### config.mk
export PLATFORM = sky130hd
export DESIGN_NAME = rtc_top
export DESIGN_NICKNAME = d
export VERILOG_FILES = /design/src/rtc_time_pkg.sv /design/src/rtc_cmd_pkg.sv /design/src/rtc_cmd_if.sv /design/src/rtc_cmd_seq.sv /design/src/rtc_step_accum.sv /design/src/rtc_time_core.sv /design/src/rtc_top.sv
export SDC_FILE = /design/constraint.sdc
export NUM_CORES = 1
export LEC_CHECK = 0
export ABC_CLOCK_PERIOD_IN_PS = 39400
export BUFFER_PORTS_ARGS = -buffer_cell sky130_fd_sc_hd__buf_2
export CELL_PAD_IN_SITES_DETAIL_PLACEMENT = 1
export CELL_PAD_IN_SITES_GLOBAL_PLACEMENT = 1
export CORE_MARGIN = 2
export CORE_UTILIZATION = 45
export DETAILED_ROUTE_END_ITERATION = 6
export GPL_TIMING_DRIVEN = 0
export PLACE_DENSITY_LB_ADDON = 0.1
export SYNTH_ARGS = -nofsm -noshare
export SYNTH_HDL_FRONTEND = slang
export SYNTH_SLANG_ARGS = --single-unit
### constraint.sdc
create_clock -name clk -period 39.4 [get_ports clk]
set_input_delay 3.94 -clock clk [delete_from_list [all_inputs] [get_ports clk]]
set_output_delay 3.94 -clock clk [all_outputs]
set_load 0.01 [all_outputs]
### src/rtc_time_pkg.sv
// Time-of-day format: field widths, step widths and the one-second rollover value

package rtc_time_pkg;

    // =========================================================================
    // Time fields
    // =========================================================================

    // Seconds counter, free-running
    localparam int SEC_W = 32;

    // Nanoseconds counter, always held below one second
    localparam int NSEC_W = 30;

    // Rollover point of the nanosecond counter
    localparam logic [NSEC_W-1:0] NSEC_PER_SEC = 30'd1_000_000_000;

    // =========================================================================
    // Per-clock increment
    // =========================================================================

    // Whole nanoseconds and 1/256 ns fraction, same width for both
    localparam int INC_W = 8;

    // Whole part plus one extra nanosecond from the fraction carry
    localparam int STEP_W = INC_W + 1;

endpackage

### src/rtc_cmd_pkg.sv
// Command encodings and sequencer states for the time-of-day counter

package rtc_cmd_pkg;

    // Operations accepted at the command port
    typedef enum logic [1:0] {
        OP_SET     = 2'd0,
        OP_ADJ_ADD = 2'd1,
        OP_ADJ_SUB = 2'd2,
        OP_SNAP    = 2'd3
    } rtc_op_e;

    // Sequencer FSM
    // IDLE waits for a strobe, ISSUE drives apply, SETTLE covers the update cycle
    typedef enum logic [1:0] {
        ST_IDLE   = 2'd0,
        ST_ISSUE  = 2'd1,
        ST_SETTLE = 2'd2
    } seq_state_e;

endpackage

### src/rtc_cmd_if.sv
// Applied-command bus from the sequencer to the time core and the step accumulator

`timescale 1ns/1ps

interface rtc_cmd_if;

    // One-cycle strobe, command takes effect at the following edge
    logic apply;

    // Operation being applied
    rtc_cmd_pkg::rtc_op_e op;

    // Set value for seconds
    logic [rtc_time_pkg::SEC_W-1:0] sec;

    // Set value, or adjust offset, for nanoseconds
    logic [rtc_time_pkg::NSEC_W-1:0] nsec;

    // Sequencer side
    modport seq (
        output apply,
        output op,
        output sec,
        output nsec
    );

    // Time core consumes the whole command
    modport core (
        input apply,
        input op,
        input sec,
        input nsec
    );

    // Accumulator only needs to spot a set
    modport accum (
        input apply,
        input op
    );

endinterface

### src/rtc_cmd_seq.sv
// Command sequencer FSM that accepts a strobe, applies it for one cycle and reports busy

`timescale 1ns/1ps

module rtc_cmd_seq (
    input  logic                                clk,
    input  logic                                rst,
    input  logic                                cmd_valid,
    input  rtc_cmd_pkg::rtc_op_e                cmd_op,
    input  logic [rtc_time_pkg::SEC_W-1:0]      cmd_sec,
    input  logic [rtc_time_pkg::NSEC_W-1:0]     cmd_nsec,
    output logic                                busy,
    rtc_cmd_if.seq                              cmd
);

    rtc_cmd_pkg::seq_state_e                state;
    rtc_cmd_pkg::seq_state_e                state_next;
    logic                                   accept;

    // Latched command held while the FSM is busy
    rtc_cmd_pkg::rtc_op_e                   op_q;
    logic [rtc_time_pkg::SEC_W-1:0]         sec_q;
    logic [rtc_time_pkg::NSEC_W-1:0]        nsec_q;

    // Strobes during ISSUE or SETTLE are dropped
    assign accept = cmd_valid && (state == rtc_cmd_pkg::ST_IDLE);

    // =========================================================================
    // FSM
    // =========================================================================

    always_comb begin
        state_next = state;
        case (state)
            rtc_cmd_pkg::ST_IDLE: begin
                if (accept) begin
                    state_next = rtc_cmd_pkg::ST_ISSUE;
                end
            end
            rtc_cmd_pkg::ST_ISSUE:  state_next = rtc_cmd_pkg::ST_SETTLE;
            rtc_cmd_pkg::ST_SETTLE: state_next = rtc_cmd_pkg::ST_IDLE;
            default:                state_next = rtc_cmd_pkg::ST_IDLE;
        endcase
    end

    always_ff @(posedge clk) begin
        if (rst) begin
            state <= rtc_cmd_pkg::ST_IDLE;
        end else begin
            state <= state_next;
        end
    end

    // Operands captured on acceptance
    always_ff @(posedge clk) begin
        if (accept) begin
            op_q   <= cmd_op;
            sec_q  <= cmd_sec;
            nsec_q <= cmd_nsec;
        end
    end

    // =========================================================================
    // Outputs
    // =========================================================================

    assign busy      = (state != rtc_cmd_pkg::ST_IDLE);
    assign cmd.apply = (state == rtc_cmd_pkg::ST_ISSUE);
    assign cmd.op    = op_q;
    assign cmd.sec   = sec_q;
    assign cmd.nsec  = nsec_q;

    // Apply only in the cycle right after an accepted strobe
    a_apply_issue: assert property (@(posedge clk) disable iff (rst)
        cmd.apply |-> $past(accept))
        else $error("apply without an accepted command in the cycle before");

    // Set values and adjust offsets must stay below one second
    a_nsec_legal: assert property (@(posedge clk) disable iff (rst)
        (accept && cmd_op != rtc_cmd_pkg::OP_SNAP) |-> (cmd_nsec < rtc_time_pkg::NSEC_PER_SEC))
        else $error("accepted nanosecond operand of one second or more");

endmodule

### src/rtc_step_accum.sv
// Fractional-nanosecond accumulator that yields the per-clock nanosecond step

`timescale 1ns/1ps

module rtc_step_accum (
    input  logic                                clk,
    input  logic                                rst,
    input  logic [rtc_time_pkg::INC_W-1:0]      inc_nsec,
    input  logic [rtc_time_pkg::INC_W-1:0]      inc_frac,
    rtc_cmd_if.accum                            cmd,
    output logic [rtc_time_pkg::STEP_W-1:0]     step
);

    logic [rtc_time_pkg::INC_W-1:0]     frac_q;
    logic [rtc_time_pkg::INC_W:0]       frac_sum;
    logic                               frac_carry;
    logic                               frac_clr;

    // Fraction in 1/256 ns, carry out is one extra nanosecond
    assign frac_sum   = {1'b0, frac_q} + {1'b0, inc_frac};
    assign frac_carry = frac_sum[rtc_time_pkg::INC_W];

    // A set restarts the fraction from zero
    assign frac_clr = cmd.apply && (cmd.op == rtc_cmd_pkg::OP_SET);

    always_ff @(posedge clk) begin
        if (rst) begin
            frac_q <= '0;
        end else if (frac_clr) begin
            frac_q <= '0;
        end else begin
            frac_q <= frac_sum[rtc_time_pkg::INC_W-1:0];
        end
    end

    assign step = {1'b0, inc_nsec} + {{rtc_time_pkg::INC_W{1'b0}}, frac_carry};

    // Extra nanosecond only when the fraction register wrapped at that edge
    a_step_carry: assert property (@(posedge clk) disable iff (rst)
        (step != {1'b0, inc_nsec}) |=>
            ($past(step) == $past({1'b0, inc_nsec}) + 1'b1) && (frac_q < $past(frac_q)))
        else $error("step differs from inc_nsec without a fraction carry");

endmodule

### src/rtc_time_core.sv
// Seconds and nanoseconds counters with rollover, set, adjust, PPS and snapshot capture

`timescale 1ns/1ps

module rtc_time_core (
    input  logic                                clk,
    input  logic                                rst,
    rtc_cmd_if.core                             cmd,
    input  logic [rtc_time_pkg::STEP_W-1:0]     step,
    output logic [rtc_time_pkg::SEC_W-1:0]      rtc_sec,
    output logic [rtc_time_pkg::NSEC_W-1:0]     rtc_nsec,
    output logic                                pps,
    output logic                                snap_valid,
    output logic [rtc_time_pkg::SEC_W-1:0]      snap_sec,
    output logic [rtc_time_pkg::NSEC_W-1:0]     snap_nsec
);

    // Two spare bits keep current + step + offset under 2^31
    logic [rtc_time_pkg::NSEC_W+1:0]    nsec_base;
    logic [rtc_time_pkg::NSEC_W+1:0]    nsec_adj;
    logic [rtc_time_pkg::NSEC_W+1:0]    nsec_norm;
    logic [rtc_time_pkg::NSEC_W+1:0]    offset;
    logic [rtc_time_pkg::NSEC_W+1:0]    one_sec;
    logic                               is_set;
    logic                               is_add;
    logic                               is_sub;
    logic                               is_snap;
    logic                               carry;
    logic                               borrow;

    assign is_set  = cmd.apply && (cmd.op == rtc_cmd_pkg::OP_SET);
    assign is_add  = cmd.apply && (cmd.op == rtc_cmd_pkg::OP_ADJ_ADD);
    assign is_sub  = cmd.apply && (cmd.op == rtc_cmd_pkg::OP_ADJ_SUB);
    assign is_snap = cmd.apply && (cmd.op == rtc_cmd_pkg::OP_SNAP);

    assign offset  = {2'b00, cmd.nsec};
    assign one_sec = {2'b00, rtc_time_pkg::NSEC_PER_SEC};

    // =========================================================================
    // Next nanoseconds
    // =========================================================================

    // Free-running advance plus the offset on adjust-add
    assign nsec_base = {2'b00, rtc_nsec}
                     + {{(rtc_time_pkg::NSEC_W+2-rtc_time_pkg::STEP_W){1'b0}}, step}
                     + (is_add ? offset : '0);

    // Subtract wraps through one second when it would go negative
    assign borrow = is_sub && (nsec_base < offset);

    always_comb begin
        if (borrow) begin
            nsec_adj = nsec_base + one_sec - offset;
        end else if (is_sub) begin
            nsec_adj = nsec_base - offset;
        end else begin
            nsec_adj = nsec_base;
        end
    end

    // Sum is at most one second over and one subtract normalizes it
    assign carry     = (nsec_adj >= one_sec);
    assign nsec_norm = carry ? (nsec_adj - one_sec) : nsec_adj;

    // =========================================================================
    // Counters and PPS
    // =========================================================================

    always_ff @(posedge clk) begin
        if (rst) begin
            rtc_sec  <= '0;
            rtc_nsec <= '0;
            pps      <= 1'b0;
        end else if (is_set) begin
            rtc_sec  <= cmd.sec;
            rtc_nsec <= cmd.nsec;
            pps      <= 1'b0;
        end else begin
            rtc_nsec <= nsec_norm[rtc_time_pkg::NSEC_W-1:0];
            if (carry) begin
                rtc_sec <= rtc_sec + 1'b1;
            end else if (borrow) begin
                rtc_sec <= rtc_sec - 1'b1;
            end
            // Pulse on a forward rollover and never on a borrow
            pps <= carry;
        end
    end

    // Snapshot of the time before this edge's update
    always_ff @(posedge clk) begin
        if (rst) begin
            snap_valid <= 1'b0;
            snap_sec   <= '0;
            snap_nsec  <= '0;
        end else begin
            snap_valid <= is_snap;
            if (is_snap) begin
                snap_sec  <= rtc_sec;
                snap_nsec <= rtc_nsec;
            end
        end
    end

    a_nsec_range: assert property (@(posedge clk) disable iff (rst)
        rtc_nsec < rtc_time_pkg::NSEC_PER_SEC)
        else $error("nanosecond counter at or above one second");

endmodule

### src/rtc_top.sv
// Time-of-day counter top level: command sequencer, step accumulator and time core

`timescale 1ns/1ps

module rtc_top (
    input  logic                                clk,
    input  logic                                rst,
    // Command port, strobe accepted only while busy is low
    input  logic                                cmd_valid,
    input  rtc_cmd_pkg::rtc_op_e                cmd_op,
    input  logic [rtc_time_pkg::SEC_W-1:0]      cmd_sec,
    input  logic [rtc_time_pkg::NSEC_W-1:0]     cmd_nsec,
    // Per-clock increment, whole ns and 1/256 ns
    input  logic [rtc_time_pkg::INC_W-1:0]      inc_nsec,
    input  logic [rtc_time_pkg::INC_W-1:0]      inc_frac,
    output logic                                busy,
    // Running time and pulse per second
    output logic [rtc_time_pkg::SEC_W-1:0]      rtc_sec,
    output logic [rtc_time_pkg::NSEC_W-1:0]     rtc_nsec,
    output logic                                pps,
    // Snapshot result
    output logic                                snap_valid,
    output logic [rtc_time_pkg::SEC_W-1:0]      snap_sec,
    output logic [rtc_time_pkg::NSEC_W-1:0]     snap_nsec
);

    rtc_cmd_if cmd_bus ();

    logic [rtc_time_pkg::STEP_W-1:0]    step;

    rtc_cmd_seq u_seq (
        .clk       (clk),
        .rst       (rst),
        .cmd_valid (cmd_valid),
        .cmd_op    (cmd_op),
        .cmd_sec   (cmd_sec),
        .cmd_nsec  (cmd_nsec),
        .busy      (busy),
        .cmd       (cmd_bus.seq)
    );

    rtc_step_accum u_accum (
        .clk       (clk),
        .rst       (rst),
        .inc_nsec  (inc_nsec),
        .inc_frac  (inc_frac),
        .cmd       (cmd_bus.accum),
        .step      (step)
    );

    rtc_time_core u_core (
        .clk        (clk),
        .rst        (rst),
        .cmd        (cmd_bus.core),
        .step       (step),
        .rtc_sec    (rtc_sec),
        .rtc_nsec   (rtc_nsec),
        .pps        (pps),
        .snap_valid (snap_valid),
        .snap_sec   (snap_sec),
        .snap_nsec  (snap_nsec)
    );

endmodule

## Yosys cells after proc, flatten, opt, wreduce, memory -nomap -nowiden

Cells that the tools add are included.
W data, S select, Z words.

- Register bits after elaboration: 200
- Input bits: 83
- Output and inout port bits: 127
- Word-level logic and storage cells: 49

- Add/subtract/negate cells: 10
- $lt $le $gt $ge: 2
- Eq/ne operators: 5
- Mux-type cells: 10
- Reductions and logical operators: 11

Operators with widths:

| operator | number |
|---|---|
| $mux W32 | 5 |
| $mux W30 | 3 |
| $sub A32 B30 Y32 | 2 |
| $add A32 B1 Y32 const B | 1 |
| $add A32 B30 Y32 const B | 1 |
| $add A32 B32 Y32 | 1 |
| $ge A32 B30 Y1 const B | 1 |
| $lt A32 B30 Y1 | 1 |
| $sub A32 B1 Y32 const B | 1 |
| $add A30 B9 Y31 | 1 |
| $sub A30 B30 Y30 const B | 1 |
| $add A8 B1 Y9 | 1 |
| $add A8 B8 Y9 | 1 |
| $logic_and A1 B1 Y1 | 6 |
| $eq A2 B1 Y1 const B | 2 |
| $eq A2 B2 Y1 const B | 2 |
| $logic_not A2 Y1 | 2 |
| $pmux W2 S2 | 1 |
| $reduce_bool A3 Y1 | 1 |
| $mux W2 | 1 |
| $ne A2 B1 Y1 const B | 1 |
| $reduce_bool A2 Y1 | 1 |
| $reduce_or A2 Y1 | 1 |

## Longest topological paths before layout

Gate-level depths: netlist (run 1).

- Word-level depth: 10
- Mapped depth: 58
- Depth with buffers taken out: 58

## By module

Synthesis (run 1) repeated with hierarchy kept, for this count alone.

- Cell total of the unflattened synthesis: 1,945
- Area, all modules: 16,191.8 um^2

Modules (own cells, without submodules):

| module | times used | cells an instance | area an instance (um^2) | sequential area each (um^2) |
|---|---|---|---|---|
| rtc_time_core | 1 | 1,800 | 13,544.2 | 2,522.4 |
| rtc_cmd_seq | 1 | 71 | 2,006.9 | 1,961.9 |
| rtc_step_accum | 1 | 74 | 640.6 | 160.2 |

## Worst setup path before layout (run 1)

Ideal clock, no wire load.

- Kind: input-to-reg
- Start: in inc_frac[0] (netlist name)
- End: reg u_core.rtc_sec[31] (netlist name)
- Setup time: 0.122 ns
- Arrival time: 15.367 ns
- Data required time: 39.278 ns
- Slack: 23.911 ns
- Stages: 56
- Path buffers: 2
- Cells stage by stage: ha_1 > fa_1 > a21o_1 > a21o_1 > a21oi_1 > nor2_1 > o21a_1 > o21ai_0 > nand2b_1 > fa_1 > fa_1 > a21o_1 > a21oi_1 > nor2b_1 > o21a_1 > o21ai_1 > nor2_1 > xor2_1 > (+20 left out) > or4_4 > o221a_2 > nand2_2 > inv_2 > ha_1 > a211oi_1 > nand2_1 > a221o_1 > o21bai_1 > a311oi_1 > nand3_1 > a31oi_1 > o41ai_1 > nor3_1 > o221a_2 > o21ai_0 > o22ai_1 > a311o_1

- Cells in the longest elaborated chain, start to end: 10
- Elaborated cells on any way between the ends: 15
- Classes of those cells: 7 x add/sub; 2 x order compare; 4 x mux; 2 x reduce/logical

Ends and longest elaborated chain:

| what | line | source |
|---|---|---|
| from (decl) | rtc_top.sv:15 | `input logic [rtc_time_pkg::INC_W-1:0] inc_frac,` |
| $add A8 B8 Y9 * | rtc_step_accum.sv:20 | `assign frac_sum = {1'b0, frac_q} + {1'b0, inc_frac};` |
| $add A8 B1 Y9 * | rtc_step_accum.sv:36 | `assign step = {1'b0, inc_nsec} + {{rtc_time_pkg::INC_W{1'b0}}, frac_carry};` |
| $add A30 B9 Y31 * | rtc_time_core.sv:45 | `+ {{(rtc_time_pkg::NSEC_W+2-rtc_time_pkg::STEP_W){1'b0}}, step}` |
| $add A32 B32 Y32 * | rtc_time_core.sv:46 | `+ (is_add ? offset : '0);` |
| $add A32 B30 Y32 (tied with other cells) | rtc_time_core.sv:53 | `nsec_adj = nsec_base + one_sec - offset;` |
| $sub A32 B30 Y32 (tied with other cells) | rtc_time_core.sv:53 |  |
| $mux W32 | rtc_time_core.sv:52 | `if (borrow) begin` |
| $ge A32 B30 Y1 | rtc_time_core.sv:62 | `assign carry = (nsec_adj >= one_sec);` |
| $mux W32 | rtc_time_core.sv:80 | `if (carry) begin` |
| $mux W32 | rtc_time_core.sv:74 | `end else if (is_set) begin` |
| to (signal assigned) | rtc_time_core.sv:75 | `rtc_sec <= cmd.sec;` |
| to (signal assigned) | rtc_time_core.sv:81 | `rtc_sec <= rtc_sec + 1'b1;` |
| to (signal assigned) | rtc_time_core.sv:83 | `rtc_sec <= rtc_sec - 1'b1;` |
| to (decl) | rtc_time_core.sv:10 | `output logic [rtc_time_pkg::SEC_W-1:0] rtc_sec,` |

Every way passes the cells marked *; elsewhere a longest branch is shown, timed or not.
A chain may end at the register's enable or synchronous reset.

## Worst setup path after layout (run 1)

Same ends and word-level chain as after synthesis.

==> results of run 1 <==
-- per-stage QoR --
stage               cells  utilization [%]  area, sq um  hold WS, ps  setup WS, ps
floorplan            2042                -        16700          471         23910
global placement     2719             50.1        18300          440         20890
detailed placement   2721             50.2        18300          445         20830
CTS                  2753             51.9        18900          455         21250
global route         2754             51.9        18900          473         20230
finish               2754             51.9        18900          454         20970
-- metal layers --
layer  share of wire, %  track usage (%)
met3                5.3             5.24
met1                 44             42.6
met4                3.0             11.1
met2                 48             55.9
met5              0.011                0
-- how the worst max path moves through the flow --
stage / startpoint / end / cells past startpoint
5_1_grt: inc_frac[0] / u_core.rtc_sec[31] / 55
2_1_floorplan: inc_frac[0] / u_core.rtc_sec[31] / 56
3_3_place_gp: inc_frac[0] / u_core.rtc_sec[31] / 55
4_1_cts: inc_frac[0] / u_core.rtc_sec[31] / 55
3_5_place_dp: inc_frac[0] / u_core.rtc_sec[31] / 55
6_report: inc_frac[0] / u_core.rtc_sec[31] / 55
-- state kept, by name, indices dropped and copies added (netlist names) --
register and count:
u_accum.frac_q 8, u_core.snap_sec 32, u_seq.cmd.sec 32, u_seq.state 2, u_core.rtc_sec 32, u_core.snap_valid 1
u_seq.cmd.nsec 30, u_core.snap_nsec 30, u_core.pps 1, u_seq.cmd.op 2, u_core.rtc_nsec 30
-- cell families after synthesis --
kind of cell,after synthesis
compound gates,598
xor+xnor,122
fa+ha+maj,175
buf+inv,193
flops,200
mux,40
simple gates,714
-- Yosys cell counts (17+ instances only) --
master / instances / area [sq um]
o21ai_0: 67 / 335
a21o_1: 48 / 360
nand3_1: 50 / 250
fa_1: 23 / 460
nor2_1: 169 / 634
o21a_1: 21 / 158
ha_1: 152 / 1900
nand4_1: 18 / 113
nor2b_1: 17 / 106
a21oi_1: 181 / 906
nand2b_1: 19 / 119
dfxtp_1: 136 / 2720
clkbuf_1: 69 / 259
and2_1: 17 / 106
a211oi_1: 58 / 435
nor3_1: 78 / 390
edfxtp_1: 64 / 1920
inv_1: 109 / 409
xnor2_1: 86 / 753
o211ai_1: 22 / 165
mux2i_1: 36 / 360
a31oi_1: 18 / 113
o21ai_1: 19 / 95.1
xor2_1: 36 / 315
o21bai_1: 17 / 128
nand2_1: 245 / 920
-- worst max-delay path, delay by kind of cell --
| kind | cells | cell delay, ps |
|---|---|---|
| compound gates | 30 | 7940 |
| simple gates | 13 | 2970 |
| fa+ha+maj | 7 | 2550 |
| buf+inv | 4 | 1150 |
| xor+xnor | 1 | 190 |
-- power breakdown --
part / internal (W) / switching (W) / leakage, nW
combinational: 0.000328 / 0.000492 / 6.36
sequential: 0.000240 / 0.0000320 / 1.72
clock: 0.0000975 / 0.0000902 / 0.298
total: 0.000666 / 0.000614 / 8.38
-- final cells by class --
class / count / area [sq um]
fill: 4552 / 17600
multi-input combinational: 1649 / 11300
sequential: 200 / 4640
timing repair buffer: 211 / 1090
tap: 468 / 586
clock buffer: 23 / 498
inverter: 111 / 417
buffer: 82 / 344
clock inverter: 9 / 103
antenna: 1 / 2.50
==> metrics.txt, run 1 <==
status finished clean; CTS Hold Buffers Added 0; Reg-to-Reg Start u_accum.frac_q[0]; most frequent cells in the layout 245 x nand2_1, 216 x buf_2, 181 x a21oi_1; Post-Syn Area 0.0167 sq mm; Setup Viol. Count Final 0; mux cell area share after synthesis 2.43%; global router's overall resource usage 32.9%; VDD IR-drop max 0.0696 mV; final number of hold-violating endpoints 0; Post-CTS Setup Bufs 0; Max Cap Violations 0; Num CTS Buffers 17; Worst setup SP type input pin; Yosys cell types 98; GPL Wtd Cong 0.952; First DRT Iteration DRCs 1069; hold path start u_core.snap_sec[7]; Register-to-Register Path Depth 54; Hold Path Depth 2; maximum buffer depth of the clock tree 2; setup TNS 0 ps; row count 70; hpwl dp 51000 microns; Final min period 18430 ps; IO Port Bufs 209; fmax 54.2 MHz; worst reg2reg setup slack 24240 ps; Post-Synthesis Cells 2042; period utilisation layout 46.8%; worst hold path type reg -> reg; Worst-Skew Late Latency 480 ps; main combinational cell family by area after synthesis compound AO/OA/AOI/OAI gates; post-CTS sizing 0; FF-to-FF End u_core.rtc_sec[31]; WP data required 39770 ps; Vias 16600; num ports 210; LEAKAGE 8.38 nW; # nets final 2530; Worst EP arrival 18810 ps; syn nets 2300; Die Footprint 0.0386 sq mm; Die H 196 microns; worst rel slew slack 25.1%; area grow syn2layout 13.7%; Clock Skews 16.0 ps; XOR/XNOR share of the synthesized area 6.41%; Synth Area in Compound Gates 24.3%; RSZ-0062 raised after global routing false; largest net degree at the start of global routing 38; simple-gate share of the synthesized area 20.2%; Top FF cell, synth dfxtp_1; Clock transition at path regs 80 ps; drt first pass iters 5; CP Capture Type flop; sequential element share of the synthesized area 27.9%; WL final 63500 microns; H-tree depth 4; initial antenna violation count 2; DR vias/cell 6.04; PD cells 67.5 mW/mm^2; most common cell after layout, fill and taps aside nand2_1; Synth Area in Adders 14.2%; Max FO, Critical Path 37; core area 0.0365 sq mm; TritonCTS clock tree built; post-DR wirelength/cell 23.1 microns; vias in the first global route 17000; global route overflow 0; Mapped Avg Cell Area 8.16 sq um; EDFF count, synth 64; Max Slew Vio Count 0; Die X 196 microns; worst-margin pin slew 1110 ps; FF+latch count, synth 200; layout cells sized above 1 13.0%; total power 0.00128 W; first-pass GRT wire length 97200 microns; Synth warnings 0; asr flop ratio synth 0%; Residual DRC 0; antenna violation net count after detailed routing 0; critical path class in -> reg; hold path endpoint u_core.snap_sec[7]; CTS root buf clkbuf_16; Starting Density 45.6%; CTS sink cnt 200; max incr delay on CP 670 ps; CP max stage cell inv_2
Note: power is estimated with default switching activity, not from simulation.
==> run 2: changes to the inputs <==
--- a/config.mk
+++ b/config.mk
@@ -5,12 +5,13 @@
 export SDC_FILE = /design/constraint.sdc
 export NUM_CORES = 1
 export LEC_CHECK = 0
-export ABC_CLOCK_PERIOD_IN_PS = 39400
+export ABC_AREA = 1
+export ABC_CLOCK_PERIOD_IN_PS = 17300
 export BUFFER_PORTS_ARGS = -buffer_cell sky130_fd_sc_hd__buf_2
 export CELL_PAD_IN_SITES_DETAIL_PLACEMENT = 1
 export CELL_PAD_IN_SITES_GLOBAL_PLACEMENT = 1
 export CORE_MARGIN = 2
-export CORE_UTILIZATION = 45
+export CORE_UTILIZATION = 43
 export DETAILED_ROUTE_END_ITERATION = 6
 export GPL_TIMING_DRIVEN = 0
 export PLACE_DENSITY_LB_ADDON = 0.1
==> constraint.sdc (replaced) <==
create_clock -name clk -period 17.3 [get_ports clk]
set_input_delay 1.73 -clock clk [delete_from_list [all_inputs] [get_ports clk]]
set_output_delay 1.73 -clock clk [all_outputs]
set_load 0.01 [all_outputs]
==> run 2 against run 1 <==
Net effect: cell area is 9.8% higher; count of clock-buffer cells in the layout is 6 lower; worst hold slack better by 32 ps; sequential cell count stayed put; critical path depth is 18 higher; non-clock buffer count is 22 lower; cell count is 33% higher; register-to-register slack worse by 21000 ps; core utilization is 2.5 points lower; sequential power is 120% higher.
==> metrics.txt, run 2 <==
status finished clean; setup ws final 2110 ps (-18850 ps); worst hold path type reg -> reg; Starting Density 43.7% (-1.9 points); num ports 210 (unchanged); post-CTS sizing 0 (unchanged); buffers and inverters on the worst path 8 (+4); Post-Syn Area 0.0184 sq mm (+11%); WL final 84000 microns (+32%); Max Cap Violations 0 (unchanged); CTS Hold Buffers Added 0 (unchanged); row count 75 (+7.1%); CTS sink cnt 200 (unchanged); Mapped Avg Cell Area 6.40 sq um (-22%); Setup Viol. Count Final 0 (unchanged); Yosys top cell by area dfxtp_1; M3 GR Usage 7.91% (+2.7 points); Synth warnings 0 (unchanged); Worst setup SP type input pin; most frequent CP cell nand2_1; CP top delay family simple AND/OR/NAND/NOR gates; Worst-Skew Late Latency 530 ps (+50 ps); met2 Use GR 58.0% (+2.1 points); CTS root buf clkbuf_16; Setup WS pre-CTS 2200 ps (-18630 ps); largest net degree at the start of global routing 39 (+2.6%); Clock Skews 21.7 ps (+5.67 ps); most frequent cells in the layout 708 x nand2_1, 457 x inv_1, 336 x nor2_1; top cell type's share of synthesized area 14.8% (-1.6 points); VDD IR-drop max 0.110 mV (+58%); Max FO, Critical Path 38 (+2.7%); vias in the first global route 20800 (+23%); drt first pass iters 5 (unchanged); IO Port Bufs 209 (unchanged); global route overflow 0 (unchanged); First DRT Iteration DRCs 1794 (+68%); RSZ-0062 raised after global routing false; Post-Synthesis Cells 2878 (+41%); Clock transition at path regs 90 ps (about the same); asr flop ratio synth 0% (unchanged); Residual DRC 0 (unchanged); Post-synth top cells 708 x nand2_1, 457 x inv_1, 337 x nor2_1; placement-stage cell area 0.0202 sq mm (+10%); worst-margin pin slew 1370 ps (+258 ps); top-count cell post-synth nand2_1; Post-CTS Setup Bufs 0 (unchanged); Die Footprint 0.0445 sq mm (+15%); antenna violation net count after detailed routing 0 (unchanged); CP max stage cell o21ai_0; CP Capture Type flop; H-tree depth 4 (unchanged); GPL Wtd Cong 0.996 (+4.6%); final number of hold-violating endpoints 0 (unchanged); PD cells 137 mW/mm^2 (+100%); most common cell after layout, fill and taps aside nand2_1; Yosys cell types 57 (-42%); Die X 211 microns (+7.4%); Die H 211 microns (+7.4%); Num CTS Buffers 17 (unchanged); EDFF count, synth 64 (unchanged); core area 0.0421 sq mm (+15%); period utilisation layout 87.8%; DR vias/cell 5.71 (-5.6%); critical path class in -> reg; Max Slew Vio Count 0 (unchanged); met1 Use GR 51.6% (+9.0 points); synth top area cells dfxtp_1 15%, nand2_1 14%, edfxtp_1 10%, ha_1 10%, inv_1 9.3%; Vias 20900 (+25%); hpwl dp 71200 microns (+40%); area grow syn2layout 12.9%; layout cells sized above 1 10.8% (-2.2 points); FF+latch count, synth 200 (unchanged); post-route cell area 0.0208 sq mm (+9.8%); first-pass GRT wire length 125000 microns (+29%); gr busiest metal met2; max incr delay on CP 900 ps (+230 ps); # nets final 3366 (+33%); WP data required 17770 ps (-22000 ps); worst rel slew slack 8.16% (-17 points); LEAKAGE 11.1 nW (+32%); setup TNS 0 ps (unchanged); global router's overall resource usage 37.8% (+4.9 points); Top FF cell, synth dfxtp_1; syn nets 3136 (+36%); initial antenna violation count 0 (-2); sequential element share of the synthesized area 25.2% (-2.7 points); post-DR wirelength/cell 22.9 microns (-0.52%); Final min period 15190 ps; maximum buffer depth of the clock tree 2 (unchanged); TritonCTS clock tree built; fmax 65.8 MHz; Worst EP arrival 15650 ps (-3160 ps)
-- run 2: kinds of logic (layout without fill, tap and decap cells) --
logic type / after synthesis / after routing / share of synthesized area (%)
AO/OA/AOI/OAI: 479 / 479 / 14.5
buffers and inverters: 529 / 772 / 11.3
multiplexers: 3 / 3 / 0.163
flip-flops: 200 / 200 / 25.2
other: 0 / 1 / 0
XOR/XNOR: 71 / 71 / 3.38
AND/OR/NAND/NOR: 1421 / 1421 / 32.6
adder cells (fa/ha/maj): 175 / 175 / 12.8
-- run 2: final timing paths --
path,from,end,slack [ps],depth (start not counted)
worst max-delay path,inc_frac[0],u_core.rtc_sec[24],2110,73
worst min-delay path,u_core.snap_nsec[1],u_core.snap_nsec[1],490,2
worst max register to register,u_accum.frac_q[0],u_core.rtc_sec[24],3060,72
worst min register to register,u_core.snap_nsec[1],u_core.snap_nsec[1],490,2
-- run 2: per-stage QoR --
step,hold WS [ps],instances,util (%),power (W)
after floorplan,445,2878,-,0.00178
after global placement,458,3626,47.8,0.00230
after detailed placement,467,3628,47.9,0.00236
after CTS,488,3660,49.4,0.00280
after global routing,514,3660,49.4,0.00304
final,486,3661,49.4,0.00284
-- run 2: tightest hold or removal path: cells and delay by family, from the launching register on --
kind	cells	cell delay [ps]
simple gates	2	120
flops	1	330
-- run 2: final cells by class --
class | instances | area [sq um]
inverters | 469 | 1770
well taps | 539 | 674
clock inverters | 15 | 171
flip-flops and latches | 200 | 4640
plain buffers | 60 | 309
multi-input cells | 2149 | 11700
clock buffers | 17 | 425
diodes | 1 | 2.50
fillers | 5802 | 21300
repair buffers | 211 | 1090
-- run 2: per-layer routing --
layer	wire, microns	part of all wire (%)
met1	37600	45
met3	6790	8.1
met2	36200	43
met5	0	0
met4	3470	4.1
-- run 2: where the power goes --
group / switching, W / internal, W
clock network: 0.000230 / 0.000197
registers: 0.0000575 / 0.000535
logic: 0.00125 / 0.000576
==> run 3: changes to the inputs <==
--- a/config.mk
+++ b/config.mk
@@ -11,7 +11,7 @@
 export CELL_PAD_IN_SITES_DETAIL_PLACEMENT = 1
 export CELL_PAD_IN_SITES_GLOBAL_PLACEMENT = 1
 export CORE_MARGIN = 2
-export CORE_UTILIZATION = 43
+export CORE_UTILIZATION = 40
 export DETAILED_ROUTE_END_ITERATION = 6
 export GPL_TIMING_DRIVEN = 0
 export PLACE_DENSITY_LB_ADDON = 0.1
==> run 3 against run 2 <==
Net effect: sequential cell count unchanged; routed wire length decreased by 0.67%; cell area increased by 0.28%; critical path depth shrank 11.
==> metrics.txt, run 3 (synthesis results as in run 2) <==
PD cells 135 mW/mm^2 (-0.99%); CTS Hold Buffers Added 0 (unchanged); # nets final 3367 (+0.030%); wire length on met3 6470 microns (-4.8%); Worst setup SP type input pin; IO Port Bufs 209 (unchanged); Clock Skews 26.1 ps (+4.49 ps); VDD IR-drop max 0.158 mV (+44%); status finished clean; placement-stage cell area 0.0203 sq mm (+0.40%); hpwl dp 71200 microns (about the same); Post-CTS Setup Bufs 0 (unchanged); Residual DRC 0 (unchanged); H-tree depth 4 (unchanged); Die H 219 microns (+3.6%); met2 routed WL 35400 microns (-2.0%); TritonCTS clock tree built; setup TNS 0 ps (unchanged); most frequent cells in the layout 708 x nand2_1, 457 x inv_1, 336 x nor2_1; Vias 20600 (-1.5%); CP Capture Type flop; CP max stage cell inv_2; post-route cell area 0.0209 sq mm (+0.28%); core area 0.0454 sq mm (+7.7%); vias in the first global route 20500 (-1.4%); hold_ws 484 ps (-2.89 ps); post-DR wirelength/cell 22.4 microns (-2.3%); Starting Density 40.6% (-3.1 points); post-layout util 46.0% (-3.4 points); Clock transition at path regs 80 ps (about the same); period utilisation layout 83.5% (-4.3 points); Setup Viol. Count Final 0 (unchanged); drt first pass iters 5 (unchanged); WL final 83500 microns (-0.67%); final number of hold-violating endpoints 0 (unchanged); initial antenna violation count 1 (+1); worst-margin pin slew 1310 ps (-58.0 ps); first-pass GRT wire length 124000 microns (-1.4%); antenna violation net count after detailed routing 0 (unchanged); global route overflow 0 (unchanged); largest net degree at the start of global routing 39 (unchanged); Worst-Skew Late Latency 510 ps (-20 ps); Worst EP arrival 14880 ps (-770 ps); layout cells sized above 1 10.7% (-0.035 points); First DRT Iteration DRCs 1680 (-6.4%); worst hold path type reg -> reg; RSZ-0062 raised after global routing false; global router's overall resource usage 34.9% (-2.9 points); CTS root buf clkbuf_16; CTS sink cnt 200 (unchanged); area grow syn2layout 13.2%; Die X 219 microns (+3.6%); maximum buffer depth of the clock tree 2 (unchanged); DR vias/cell 5.53 (-3.1%); worst rel slew slack 12.0% (+3.9 points); Die Footprint 0.0478 sq mm (+7.4%); total power 0.00282 W (-0.71%); Max Slew Vio Count 0 (unchanged); WL met1 38300 microns (+1.9%); most common cell after layout, fill and taps aside nand2_1; Max FO, Critical Path 38 (unchanged); num ports 210 (unchanged); Final min period 14450 ps (-740 ps); row count 78 (+4.0%); WP data required 17730 ps (-40 ps); GPL Wtd Cong 0.970 (-2.6%); max incr delay on CP 690 ps (-210 ps); Max Cap Violations 0 (unchanged); # diodes 0 (-1); Max Used Layer met4; critical path class in -> reg; Num CTS Buffers 17 (unchanged); fmax 69.2 MHz (+5.1%); post-CTS sizing 0 (unchanged); LEAKAGE 11.1 nW (-0.12%)
run 3: cell count changes in the layout (fill, tap and decap cells not counted), moves of 2 or more:
cell / before / now
clkbuf_1: 44 / 46
inv_6: 2 / 5
inv_12: 3 / 0
inv_8: 5 / 0
clkinv_4: 0 / 2
run 3: critical path: cells and delay by family:
kind / cells / cell delay, ps
simple gates: 37 / 5780
compound gates: 11 / 3000
fa+ha+maj: 7 / 2900
buf+inv: 6 / 1210
xor+xnor: 1 / 180
run 3: per-layer routing:
layer / GRT usage, % / vias to the layer above
li1: - / 9780
met1: 48.0 / 9956
met2: 52.4 / 705
met3: 7.96 / 135
met4: 14.4 / 0
met5: 0 / -
run 3: metrics by stage:
step | std cells | setup WS [ps]
2_1_floorplan | 2878 | 6730
3_3_place_gp | 3687 | 2980
3_5_place_dp | 3690 | 2760
4_1_cts | 3722 | 3250
5_1_grt | 3722 | 2020
6_report | 3722 | 2850
run 3: worst paths after layout:
kind              slack, ps  cells after the start                  end                 from
setup / recovery       2850                     62   u_core.rtc_sec[24]          inc_frac[0]
hold / removal          480                      2  u_core.snap_nsec[1]  u_core.snap_nsec[1]
setup reg to reg       3910                     61   u_core.rtc_sec[24]    u_accum.frac_q[0]
hold reg to reg         480                      2  u_core.snap_nsec[1]  u_core.snap_nsec[1]
run 3: area by class of cell:
class	instances	area, sq um
clock buffer	21	472
inverter	469	1770
timing repair buffer	212	1100
tap	600	751
sequential	200	4640
clock inverter	11	106
buffer	60	309
multi-input combinational	2149	11700
fill	6255	24500
run 3: power breakdown:
| part | internal (W) | switching, W | total, W | leakage, nW |
|---|---|---|---|---|
| clock network | 0.000201 | 0.000212 | 0.000414 | 0.280 |
| registers | 0.000535 | 0.0000590 | 0.000594 | 1.73 |
| logic | 0.000573 | 0.00124 | 0.00181 | 9.08 |
| total | 0.00131 | 0.00151 | 0.00282 | 11.1 |
